File: src/design/asym_fifo_macros.svh
`ifndef ASYM_FIFO_MACROS_SVH
`define ASYM_FIFO_MACROS_SVH

// port widths of the two clients
`define ASYM_W_DATA_W 16
`define ASYM_R_DATA_W 8

// narrow-side address width, 16 narrow units deep
`define ASYM_ADDR_W 4

`define ASYM_MAX(a, b) (((a) > (b)) ? (a) : (b))
`define ASYM_MIN(a, b) (((a) < (b)) ? (a) : (b))

`define ASYM_MAXDATA_W `ASYM_MAX(`ASYM_W_DATA_W, `ASYM_R_DATA_W)
`define ASYM_MINDATA_W `ASYM_MIN(`ASYM_W_DATA_W, `ASYM_R_DATA_W)
`define ASYM_RATIO (`ASYM_MAXDATA_W / `ASYM_MINDATA_W)

// depth exponent of one lane
`define ASYM_MINADDR_W (`ASYM_ADDR_W - $clog2(`ASYM_RATIO))

// the wide side addresses whole rows, the narrow side single lanes
`define ASYM_W_ADDR_W ((`ASYM_W_DATA_W == `ASYM_MAXDATA_W) ? `ASYM_MINADDR_W : `ASYM_ADDR_W)
`define ASYM_R_ADDR_W ((`ASYM_R_DATA_W == `ASYM_MAXDATA_W) ? `ASYM_MINADDR_W : `ASYM_ADDR_W)

`define ASYM_W_UNITS (`ASYM_W_DATA_W / `ASYM_MINDATA_W)
`define ASYM_R_UNITS (`ASYM_R_DATA_W / `ASYM_MINDATA_W)

`endif

File: src/design/asym_fifo_pkg.sv
`include "asym_fifo_macros.svh"

package asym_fifo_pkg;

  // write handshake FSM
  typedef enum logic [1:0] {
    W_IDLE,
    W_COMMIT,
    W_ACK
  } write_state_e;

  // read handshake FSM
  typedef enum logic [1:0] {
    R_IDLE,
    R_FETCH,
    R_CAPTURE,
    R_ACK
  } read_state_e;

  // occupancy in narrow units, extra bit so that a full FIFO fits
  typedef logic [`ASYM_ADDR_W:0] level_t;

endpackage

File: src/design/asym_converter.sv
`include "asym_fifo_macros.svh"

module asym_converter
  import asym_fifo_pkg::*;
#(
  parameter int W_DATA_W = `ASYM_W_DATA_W,
  parameter int R_DATA_W = `ASYM_R_DATA_W,
  parameter int ADDR_W = `ASYM_ADDR_W,
  localparam int MAXDATA_W = `ASYM_MAX(W_DATA_W, R_DATA_W),
  localparam int MINDATA_W = `ASYM_MIN(W_DATA_W, R_DATA_W),
  localparam int R = MAXDATA_W / MINDATA_W,
  localparam int MINADDR_W = ADDR_W - $clog2(R),
  localparam int W_ADDR_W = (W_DATA_W == MAXDATA_W) ? MINADDR_W : ADDR_W,
  localparam int R_ADDR_W = (R_DATA_W == MAXDATA_W) ? MINADDR_W : ADDR_W
) (
  input  logic                 clk_i,
  input  logic                 rst_n_i,
  // write port
  input  logic                 w_en_i,
  input  logic [W_ADDR_W-1:0]  w_addr_i,
  input  logic [W_DATA_W-1:0]  w_data_i,
  // read port
  input  logic                 r_en_i,
  input  logic [R_ADDR_W-1:0]  r_addr_i,
  output logic [R_DATA_W-1:0]  r_data_o,
  // lane memory side
  output logic [R-1:0]         mem_w_en_o,
  output logic [MINADDR_W-1:0] mem_w_addr_o,
  output logic [MAXDATA_W-1:0] mem_w_data_o,
  output logic [R-1:0]         mem_r_en_o,
  output logic [MINADDR_W-1:0] mem_r_addr_o,
  input  logic [MAXDATA_W-1:0] mem_r_data_i
);

  if (W_DATA_W > R_DATA_W) begin : g_write_wide
    localparam int LSB_W = $clog2(R);

    logic [LSB_W-1:0]     r_lane;
    logic [LSB_W-1:0]     r_lane_q;
    logic [MAXDATA_W-1:0] r_shifted;

    // wide write covers the whole row
    assign mem_w_en_o = {R{w_en_i}};
    assign mem_w_addr_o = w_addr_i;
    assign mem_w_data_o = w_data_i;

    // narrow read picks one lane from the low address bits
    assign r_lane = r_addr_i[LSB_W-1:0];
    assign mem_r_en_o = {{(R - 1){1'b0}}, r_en_i} << r_lane;
    assign mem_r_addr_o = r_addr_i[R_ADDR_W-1:LSB_W];

    // lane index follows the memory read by one cycle
    always_ff @(posedge clk_i) begin
      if (!rst_n_i) begin
        r_lane_q <= '0;
      end else if (r_en_i) begin
        r_lane_q <= r_lane;
      end
    end

    assign r_shifted = mem_r_data_i >> (r_lane_q * R_DATA_W);
    assign r_data_o = r_shifted[R_DATA_W-1:0];

    a_r_lane_onehot: assert property (@(posedge clk_i) disable iff (!rst_n_i)
      $onehot0(mem_r_en_o));

  end else if (W_DATA_W < R_DATA_W) begin : g_read_wide
    localparam int LSB_W = $clog2(R);

    logic [LSB_W-1:0] w_lane;

    // narrow write lands in one lane, data shifted into place
    assign w_lane = w_addr_i[LSB_W-1:0];
    assign mem_w_en_o = {{(R - 1){1'b0}}, w_en_i} << w_lane;
    assign mem_w_data_o = {{(R_DATA_W - W_DATA_W){1'b0}}, w_data_i} << (w_lane * W_DATA_W);
    assign mem_w_addr_o = w_addr_i[W_ADDR_W-1:LSB_W];

    // wide read takes every lane
    assign mem_r_en_o = {R{r_en_i}};
    assign mem_r_addr_o = r_addr_i;
    assign r_data_o = mem_r_data_i;

    a_w_lane_onehot: assert property (@(posedge clk_i) disable iff (!rst_n_i)
      $onehot0(mem_w_en_o));

  end else begin : g_equal
    // single lane, straight through
    assign mem_w_en_o = w_en_i;
    assign mem_w_addr_o = w_addr_i;
    assign mem_w_data_o = w_data_i;
    assign mem_r_en_o = r_en_i;
    assign mem_r_addr_o = r_addr_i;
    assign r_data_o = mem_r_data_i;
  end

endmodule

File: src/design/asym_fifo_top.sv
`include "asym_fifo_macros.svh"

module asym_fifo_top
  import asym_fifo_pkg::*;
(
  input  logic                      clk_i,
  input  logic                      rst_n_i,
  input  logic                      wr_req_i,
  input  logic [`ASYM_W_DATA_W-1:0] wr_data_i,
  input  logic                      rd_req_i,
  output logic                      wr_ack_o,
  output logic                      rd_ack_o,
  output logic [`ASYM_R_DATA_W-1:0] rd_data_o,
  output logic                      full_o,
  output logic                      empty_o
);

  // write control to converter
  logic                       w_en;
  logic [`ASYM_W_ADDR_W-1:0]  w_addr;
  logic [`ASYM_W_DATA_W-1:0]  w_data;
  logic                       wr_commit;

  // read control to converter
  logic                       r_en;
  logic [`ASYM_R_ADDR_W-1:0]  r_addr;
  logic [`ASYM_R_DATA_W-1:0]  r_data;
  logic                       rd_commit;

  // converter to lanes
  logic [`ASYM_RATIO-1:0]     mem_w_en;
  logic [`ASYM_MINADDR_W-1:0] mem_w_addr;
  logic [`ASYM_MAXDATA_W-1:0] mem_w_data;
  logic [`ASYM_RATIO-1:0]     mem_r_en;
  logic [`ASYM_MINADDR_W-1:0] mem_r_addr;
  logic [`ASYM_MAXDATA_W-1:0] mem_r_data;

  fifo_write_ctrl fifo_write_ctrl_i (
    .clk_i(clk_i),
    .rst_n_i(rst_n_i),
    .wr_req_i(wr_req_i),
    .wr_data_i(wr_data_i),
    .full_i(full_o),
    .wr_ack_o(wr_ack_o),
    .w_en_o(w_en),
    .w_addr_o(w_addr),
    .w_data_o(w_data),
    .wr_commit_o(wr_commit)
  );

  asym_converter #(
    .W_DATA_W(`ASYM_W_DATA_W),
    .R_DATA_W(`ASYM_R_DATA_W),
    .ADDR_W(`ASYM_ADDR_W)
  ) asym_converter_i (
    .clk_i(clk_i),
    .rst_n_i(rst_n_i),
    .w_en_i(w_en),
    .w_addr_i(w_addr),
    .w_data_i(w_data),
    .r_en_i(r_en),
    .r_addr_i(r_addr),
    .r_data_o(r_data),
    .mem_w_en_o(mem_w_en),
    .mem_w_addr_o(mem_w_addr),
    .mem_w_data_o(mem_w_data),
    .mem_r_en_o(mem_r_en),
    .mem_r_addr_o(mem_r_addr),
    .mem_r_data_i(mem_r_data)
  );

  lane_ram lane_ram_i (
    .clk_i(clk_i),
    .w_en_i(mem_w_en),
    .w_addr_i(mem_w_addr),
    .w_data_i(mem_w_data),
    .r_en_i(mem_r_en),
    .r_addr_i(mem_r_addr),
    .r_data_o(mem_r_data)
  );

  fifo_read_ctrl fifo_read_ctrl_i (
    .clk_i(clk_i),
    .rst_n_i(rst_n_i),
    .rd_req_i(rd_req_i),
    .empty_i(empty_o),
    .r_data_i(r_data),
    .rd_ack_o(rd_ack_o),
    .rd_data_o(rd_data_o),
    .r_en_o(r_en),
    .r_addr_o(r_addr),
    .rd_commit_o(rd_commit)
  );

  fifo_level fifo_level_i (
    .clk_i(clk_i),
    .rst_n_i(rst_n_i),
    .wr_commit_i(wr_commit),
    .rd_commit_i(rd_commit),
    .full_o(full_o),
    .empty_o(empty_o)
  );

endmodule

File: src/design/fifo_level.sv
`include "asym_fifo_macros.svh"

module fifo_level
  import asym_fifo_pkg::*;
(
  input  logic clk_i,
  input  logic rst_n_i,
  input  logic wr_commit_i,
  input  logic rd_commit_i,
  output logic full_o,
  output logic empty_o
);

  localparam level_t DEPTH = level_t'(1 << `ASYM_ADDR_W);
  localparam level_t W_UNITS = level_t'(`ASYM_W_UNITS);
  localparam level_t R_UNITS = level_t'(`ASYM_R_UNITS);

  level_t level_q;
  level_t level_d;

  // both commits may land on the same edge
  always_comb begin
    level_d = level_q;
    if (wr_commit_i) begin
      level_d = level_d + W_UNITS;
    end
    if (rd_commit_i) begin
      level_d = level_d - R_UNITS;
    end
  end

  always_ff @(posedge clk_i) begin
    if (!rst_n_i) begin
      level_q <= '0;
    end else begin
      level_q <= level_d;
    end
  end

  // full when another wide word would not fit
  assign full_o = (DEPTH - level_q) < W_UNITS;
  assign empty_o = level_q < R_UNITS;

  a_no_overflow: assert property (@(posedge clk_i) disable iff (!rst_n_i)
    wr_commit_i |=> level_q <= DEPTH);

  a_no_underflow: assert property (@(posedge clk_i) disable iff (!rst_n_i)
    rd_commit_i |-> level_q + (wr_commit_i ? W_UNITS : '0) >= R_UNITS);

endmodule

File: src/design/fifo_read_ctrl.sv
`include "asym_fifo_macros.svh"

module fifo_read_ctrl
  import asym_fifo_pkg::*;
(
  input  logic                      clk_i,
  input  logic                      rst_n_i,
  input  logic                      rd_req_i,
  input  logic                      empty_i,
  input  logic [`ASYM_R_DATA_W-1:0] r_data_i,
  output logic                      rd_ack_o,
  output logic [`ASYM_R_DATA_W-1:0] rd_data_o,
  output logic                      r_en_o,
  output logic [`ASYM_R_ADDR_W-1:0] r_addr_o,
  output logic                      rd_commit_o
);

  read_state_e               state_q;
  read_state_e               state_d;
  logic [`ASYM_R_ADDR_W-1:0] rptr_q;
  logic [`ASYM_R_DATA_W-1:0] rd_data_q;

  always_comb begin
    state_d = state_q;
    case (state_q)
      R_IDLE: begin
        // nothing to hand out while empty
        if (rd_req_i && !empty_i) begin
          state_d = R_FETCH;
        end
      end
      R_FETCH: state_d = R_CAPTURE;
      R_CAPTURE: state_d = R_ACK;
      R_ACK: begin
        if (!rd_req_i) begin
          state_d = R_IDLE;
        end
      end
      default: state_d = R_IDLE;
    endcase
  end

  always_ff @(posedge clk_i) begin
    if (!rst_n_i) begin
      state_q <= R_IDLE;
      rptr_q <= '0;
    end else begin
      state_q <= state_d;
      // pointer moves as soon as the fetch is issued
      if (state_q == R_FETCH) begin
        rptr_q <= rptr_q + 1'b1;
      end
    end
  end

  // converter output is valid one cycle after the fetch
  always_ff @(posedge clk_i) begin
    if (state_q == R_CAPTURE) begin
      rd_data_q <= r_data_i;
    end
  end

  assign r_en_o = (state_q == R_FETCH);
  assign rd_commit_o = (state_q == R_FETCH);
  assign r_addr_o = rptr_q;
  assign rd_data_o = rd_data_q;
  assign rd_ack_o = (state_q == R_ACK);

  // ack, and the data with it, stays up while the client still asks
  a_ack_held: assert property (@(posedge clk_i) disable iff (!rst_n_i)
    rd_ack_o && rd_req_i |=> rd_ack_o && $stable(rd_data_o));

endmodule

File: src/design/fifo_write_ctrl.sv
`include "asym_fifo_macros.svh"

module fifo_write_ctrl
  import asym_fifo_pkg::*;
(
  input  logic                      clk_i,
  input  logic                      rst_n_i,
  input  logic                      wr_req_i,
  input  logic [`ASYM_W_DATA_W-1:0] wr_data_i,
  input  logic                      full_i,
  output logic                      wr_ack_o,
  output logic                      w_en_o,
  output logic [`ASYM_W_ADDR_W-1:0] w_addr_o,
  output logic [`ASYM_W_DATA_W-1:0] w_data_o,
  output logic                      wr_commit_o
);

  write_state_e              state_q;
  write_state_e              state_d;
  logic [`ASYM_W_ADDR_W-1:0] wptr_q;
  logic [`ASYM_W_DATA_W-1:0] data_q;
  logic                      accept;

  // full holds the request off in idle
  assign accept = (state_q == W_IDLE) && wr_req_i && !full_i;

  always_comb begin
    state_d = state_q;
    case (state_q)
      W_IDLE: begin
        if (accept) begin
          state_d = W_COMMIT;
        end
      end
      W_COMMIT: state_d = W_ACK;
      W_ACK: begin
        // wait for the client to drop req
        if (!wr_req_i) begin
          state_d = W_IDLE;
        end
      end
      default: state_d = W_IDLE;
    endcase
  end

  always_ff @(posedge clk_i) begin
    if (!rst_n_i) begin
      state_q <= W_IDLE;
      wptr_q <= '0;
    end else begin
      state_q <= state_d;
      if (state_q == W_COMMIT) begin
        wptr_q <= wptr_q + 1'b1;
      end
    end
  end

  // word held from accept through commit
  always_ff @(posedge clk_i) begin
    if (accept) begin
      data_q <= wr_data_i;
    end
  end

  assign w_en_o = (state_q == W_COMMIT);
  assign wr_commit_o = (state_q == W_COMMIT);
  assign w_addr_o = wptr_q;
  assign w_data_o = data_q;
  assign wr_ack_o = (state_q == W_ACK);

  // level can only drop between accept and commit
  a_no_write_when_full: assert property (@(posedge clk_i) disable iff (!rst_n_i)
    w_en_o |-> !full_i);

endmodule

File: src/design/lane_ram.sv
`include "asym_fifo_macros.svh"

module lane_ram (
  input  logic                       clk_i,
  input  logic [`ASYM_RATIO-1:0]     w_en_i,
  input  logic [`ASYM_MINADDR_W-1:0] w_addr_i,
  input  logic [`ASYM_MAXDATA_W-1:0] w_data_i,
  input  logic [`ASYM_RATIO-1:0]     r_en_i,
  input  logic [`ASYM_MINADDR_W-1:0] r_addr_i,
  output logic [`ASYM_MAXDATA_W-1:0] r_data_o
);

  localparam int LANES = `ASYM_RATIO;
  localparam int LANE_W = `ASYM_MINDATA_W;
  localparam int DEPTH = 1 << `ASYM_MINADDR_W;

  for (genvar l = 0; l < LANES; l++) begin : g_lane
    logic [LANE_W-1:0] mem [DEPTH];
    logic [LANE_W-1:0] rd_q;

    // lane write
    always_ff @(posedge clk_i) begin
      if (w_en_i[l]) begin
        mem[w_addr_i] <= w_data_i[l*LANE_W +: LANE_W];
      end
    end

    // registered read, holds the last word when idle
    always_ff @(posedge clk_i) begin
      if (r_en_i[l]) begin
        rd_q <= mem[r_addr_i];
      end
    end

    assign r_data_o[l*LANE_W +: LANE_W] = rd_q;
  end

endmodule

File: config.mk
export PLATFORM = sky130hd
export DESIGN_NAME = asym_fifo_top
export DESIGN_NICKNAME = d
export VERILOG_FILES = /design/src/design/asym_fifo_pkg.sv /design/src/design/asym_converter.sv /design/src/design/asym_fifo_top.sv /design/src/design/fifo_level.sv /design/src/design/fifo_read_ctrl.sv /design/src/design/fifo_write_ctrl.sv /design/src/design/lane_ram.sv
export VERILOG_INCLUDE_DIRS = /design/src /design/src/design
export SDC_FILE = /design/constraint.sdc
export NUM_CORES = 1
export LEC_CHECK = 0
export ABC_CLOCK_PERIOD_IN_PS = 2900
export BUFFER_PORTS_ARGS = -buffer_cell sky130_fd_sc_hd__buf_2
export CORE_ASPECT_RATIO = 0.9
export CORE_MARGIN = 2
export CORE_UTILIZATION = 52
export DETAILED_ROUTE_END_ITERATION = 7
export PLACE_DENSITY = 0.68
export REMOVE_ABC_BUFFERS = 1
export SETUP_SLACK_MARGIN = 0.15
export SYNTH_ARGS = -nofsm -noshare
export SYNTH_HDL_FRONTEND = slang
export SYNTH_SLANG_ARGS = --single-unit
export TNS_END_PERCENT = 1
File: constraint.sdc
create_clock -name clk_i -period 2.9 [get_ports clk_i]
set_clock_uncertainty 0.05 [all_clocks]
set_input_delay 0.29 -clock clk_i [delete_from_list [all_inputs] [get_ports clk_i]]
set_output_delay 0.29 -clock clk_i [all_outputs]
set_load 0.05 [all_outputs]
==> metrics.md <==
| Metric | Value |
|---|---|
| Run status | finished, final reports clean |
| Grt total ovfl | 0 |
| Worst slack, placed | 0.8030 ns |
| Cells after Synth | 360 |
| Worst reg2reg endpoint | lane_ram_i.g_lane[1].rd_q[2] |
| GR Util All Layers | 18.71% |
| Max-slew violations | 0 |
| Post-Route WL | 12.52 mm |
| Final core occ | 62.87% |
| Clock buffer depth | 2 |
| Pre-antenna DRT Iters | 4 |
| Yosys warning count | 0 |
| CTS tree | built |
| Core Region | 0.01341 mm² |
| Drt drc | 0 |
| Tmin final | about 2.5 ns |
| Worst r2r path cells | 3 |
| WP data arrival | ~2.1 ns |
| Vias post-DR | 3,357 |
| Setup Fix Bufs, Post-CTS | 0 |
| DP HPWL | 7.388 mm |
| Critical path type | reg -> out |
| Worst hold path class | in -> reg |
| DIE WIDTH | about 130 µm |
| Share of flip-flops with an asynchronous set or reset | 0% |
| H-tree levels | 4 |
| Filler instances | 928 |
| MaxCap Viol Count | 0 |
| Final GP Congestion | 0.7425 |
| Largest net degree at the start of global routing | 35 |
| Fin worst setup slack | ~0.43 ns |
| Crit path capture type | primary output |
| CP Launch Point | fifo_level_i.level_q[0] |
| Post-synth EDFFs | between 150 and 200 |
| Crit path required time | 2.56 ns |
| R2R Setup Slk | 0.84 ns |
| Peak VDD IR | between 0.6 and 0.7 mV |
| P_leak | 2.822 nW |
| Number of routed nets with antenna violations | 0 |
| Worst setup endpoint | full_o |
| Initial antenna violation count | 0 |
| CP startpoint kind | register |
| PD cells | 836.2 mW/mm² |
| Chip Height | 115.5 µm |
| Vias in the first global route | 3,461 |
| Max-slew headroom | 57.23% |
| Worst-path fanout max | 5 |
| WL/cell | 20.52 µm |
| Sequential area share after synthesis | 74.97% |
| Most common cell after layout, fill and taps aside | edfxtp_1 |
| Register Area | around 0.0054 mm² |
| Clk root buf | clkbuf_16 |
| Placed instance count | 563 |
| Die ar. | 0.01477 mm² |
| Number of diodes | 0 |
| Clk slew on worst S/H paths | 0.06 ns |
| Final Hold Fails | 0 |
| 1st-iter DRT viols | ~280 |
| Reg2reg start | fifo_read_ctrl_i.r_addr_o[1] |
| # setup viols final | 0 |
| Final Non-Filler Cells | 610 |
| Least-Margin Pin Slew | 0.6416 ns |
| Commonest cells after routing, fill and taps aside | edfxtp_1 (168), mux4_2 (32), buf_2 (31) |
| FF+latch count, synth | 185 |
| Cts bufs inserted | 17 |
| Layout cells sized above 1 | 32.13% |
| Clk sinks | 185 |
| Area Overhead vs Synth | 17.40% |
| Mean Syn Cell Area | 19.95 µm² |
| Period utilization | 85.05% |
| Multi-input gate area | 0.001712 mm² |
| I/O pin count | 32 |
| Netlist cell types | 36 |
| Worst skew pair latency | 0.42 ns |
| Max Fclk | 405.4 MHz |
| Initial Utilization | 53.55% |
| Synthesized cell area | 0.007183 mm² |
| Row cnt | 40 |
| Synth Flop Type | edfxtp_1 |
| Number of buffer cells added on primary ports | 31 |
| NumNets Final | 460 |
| First-pass GRT wire length | just under 20 mm |
| Via density | 5.503 |
| RSZ-0062 raised after global routing | no |
## report_power, final
| group | switching (mW) | internal [mW] |
|---|---|---|
| registers | 0.223 | 3.30 |
| clock network | 0.906 | 1.45 |
| logic | 0.664 | 0.511 |
| total | 1.79 | 5.26 |
## worst max-delay path, cell delays in order (launching register included)
cell,delay [ns]
dfxtp_1,0.41
inv_1,0.10
ha_1,0.22
nor2_1,0.10
a21oi_1,0.07
nor3_1,0.45
buf_2,0.36
## area by class of cell
class	count	area share, %
sequential	185	63.87
multi-input combinational	154	20.30
tap	168	2.493
clock buffer	25	5.875
inverter	5	0.2226
timing repair buffer	66	5.846
clock inverter	7	1.395
## per-stage QoR
step	area, µm²	total power, mW	hold WS, ns	TNS (ns)
2_1_floorplan	7084	4.383	0.3389	-2.337
3_3_place_gp	7670	4.713	0.4179	0
3_5_place_dp	7670	4.764	0.4181	0
4_1_cts	8433	7.134	0.01249	0
5_1_grt	8433	7.375	0.008325	0
6_report	8433	7.052	0.01847	0
## Yosys cell counts, types with 2 or more instances
master | number | share of area [%]
edfxtp_1 | 168 | 70
mux4_2 | 32 | 10
mux2_2 | 24 | 3.8
dfxtp_1 | 17 | 4.7
ha_1 | 11 | 1.9
nor2_1 | 10 | 0.52
and2_1 | 9 | 0.78
nand2_1 | 9 | 0.47
nor2b_1 | 9 | 0.78
clkbuf_1 | 7 | 0.37
nor3_1 | 7 | 0.49
xnor2_1 | 7 | 0.85
nand2b_1 | 6 | 0.52
inv_1 | 5 | 0.26
buf_2 | 4 | 0.28
buf_6 | 4 | 0.63
mux2i_1 | 4 | 0.56
a21oi_1 | 3 | 0.21
nor3b_1 | 3 | 0.31
xor2_1 | 3 | 0.37
a21boi_0 | 2 | 0.21
o21a_1 | 2 | 0.21
## worst min path at each step
stage / startpoint / to / slack [ns] / depth (start not counted)
6_report: wr_data_i[12] / fifo_write_ctrl_i.w_data_o[12] / 0.02 / 1
3_3_place_gp: wr_data_i[10] / fifo_write_ctrl_i.w_data_o[10] / 0.42 / 1
4_1_cts: wr_data_i[12] / fifo_write_ctrl_i.w_data_o[12] / 0.01 / 1
5_1_grt: wr_data_i[12] / fifo_write_ctrl_i.w_data_o[12] / 0.008 / 1
3_5_place_dp: wr_data_i[5] / fifo_write_ctrl_i.w_data_o[5] / 0.42 / 1
2_1_floorplan: wr_data_i[0] / fifo_write_ctrl_i.w_data_o[0] / 0.34 / 0
## cell families (layout without fill, tap and decap cells)
kind of cell    after synthesis  after routing  synth area share (%)
mux                          61             61                 14.56
simple gates                 59             59                 4.442
compound gates               13             13                 1.254
xor+xnor                     10             10                 1.219
fa+ha+maj                    11             11                 1.916
flops                       185            185                 74.97
buf+inv                      21            103                 1.637
## flip-flops by register name (all words and copies together) (netlist names)
register and flops:
fifo_read_ctrl_i.r_addr_o 4, fifo_write_ctrl_i.w_addr_o 3, fifo_write_ctrl_i.w_data_o 16, fifo_read_ctrl_i.state_q 2, fifo_read_ctrl_i.rd_data_o 8, asym_converter_i.g_write_wide.r_lane_q 1, lane_ram_i.g_lane.mem 128, lane_ram_i.g_lane.rd_q 16
fifo_level_i.level_q 5, fifo_write_ctrl_i.state_q 2
## what timing repair did
action,in CTS,in global routing
hold endpoints to repair,15,0
hold buffers,15,0
gates resized for setup,0,0
## routing by layer
metal  global-route usage, %  vias up  wire [µm]
li1                        -     1562          -
met1                   25.08     1709       5490
met2                   30.27       70       6205
met3                   4.617       16        636
met4                   7.106        0        183
met5                       0        -          0
No activity file was read; power rests on OpenSTA's default activity.
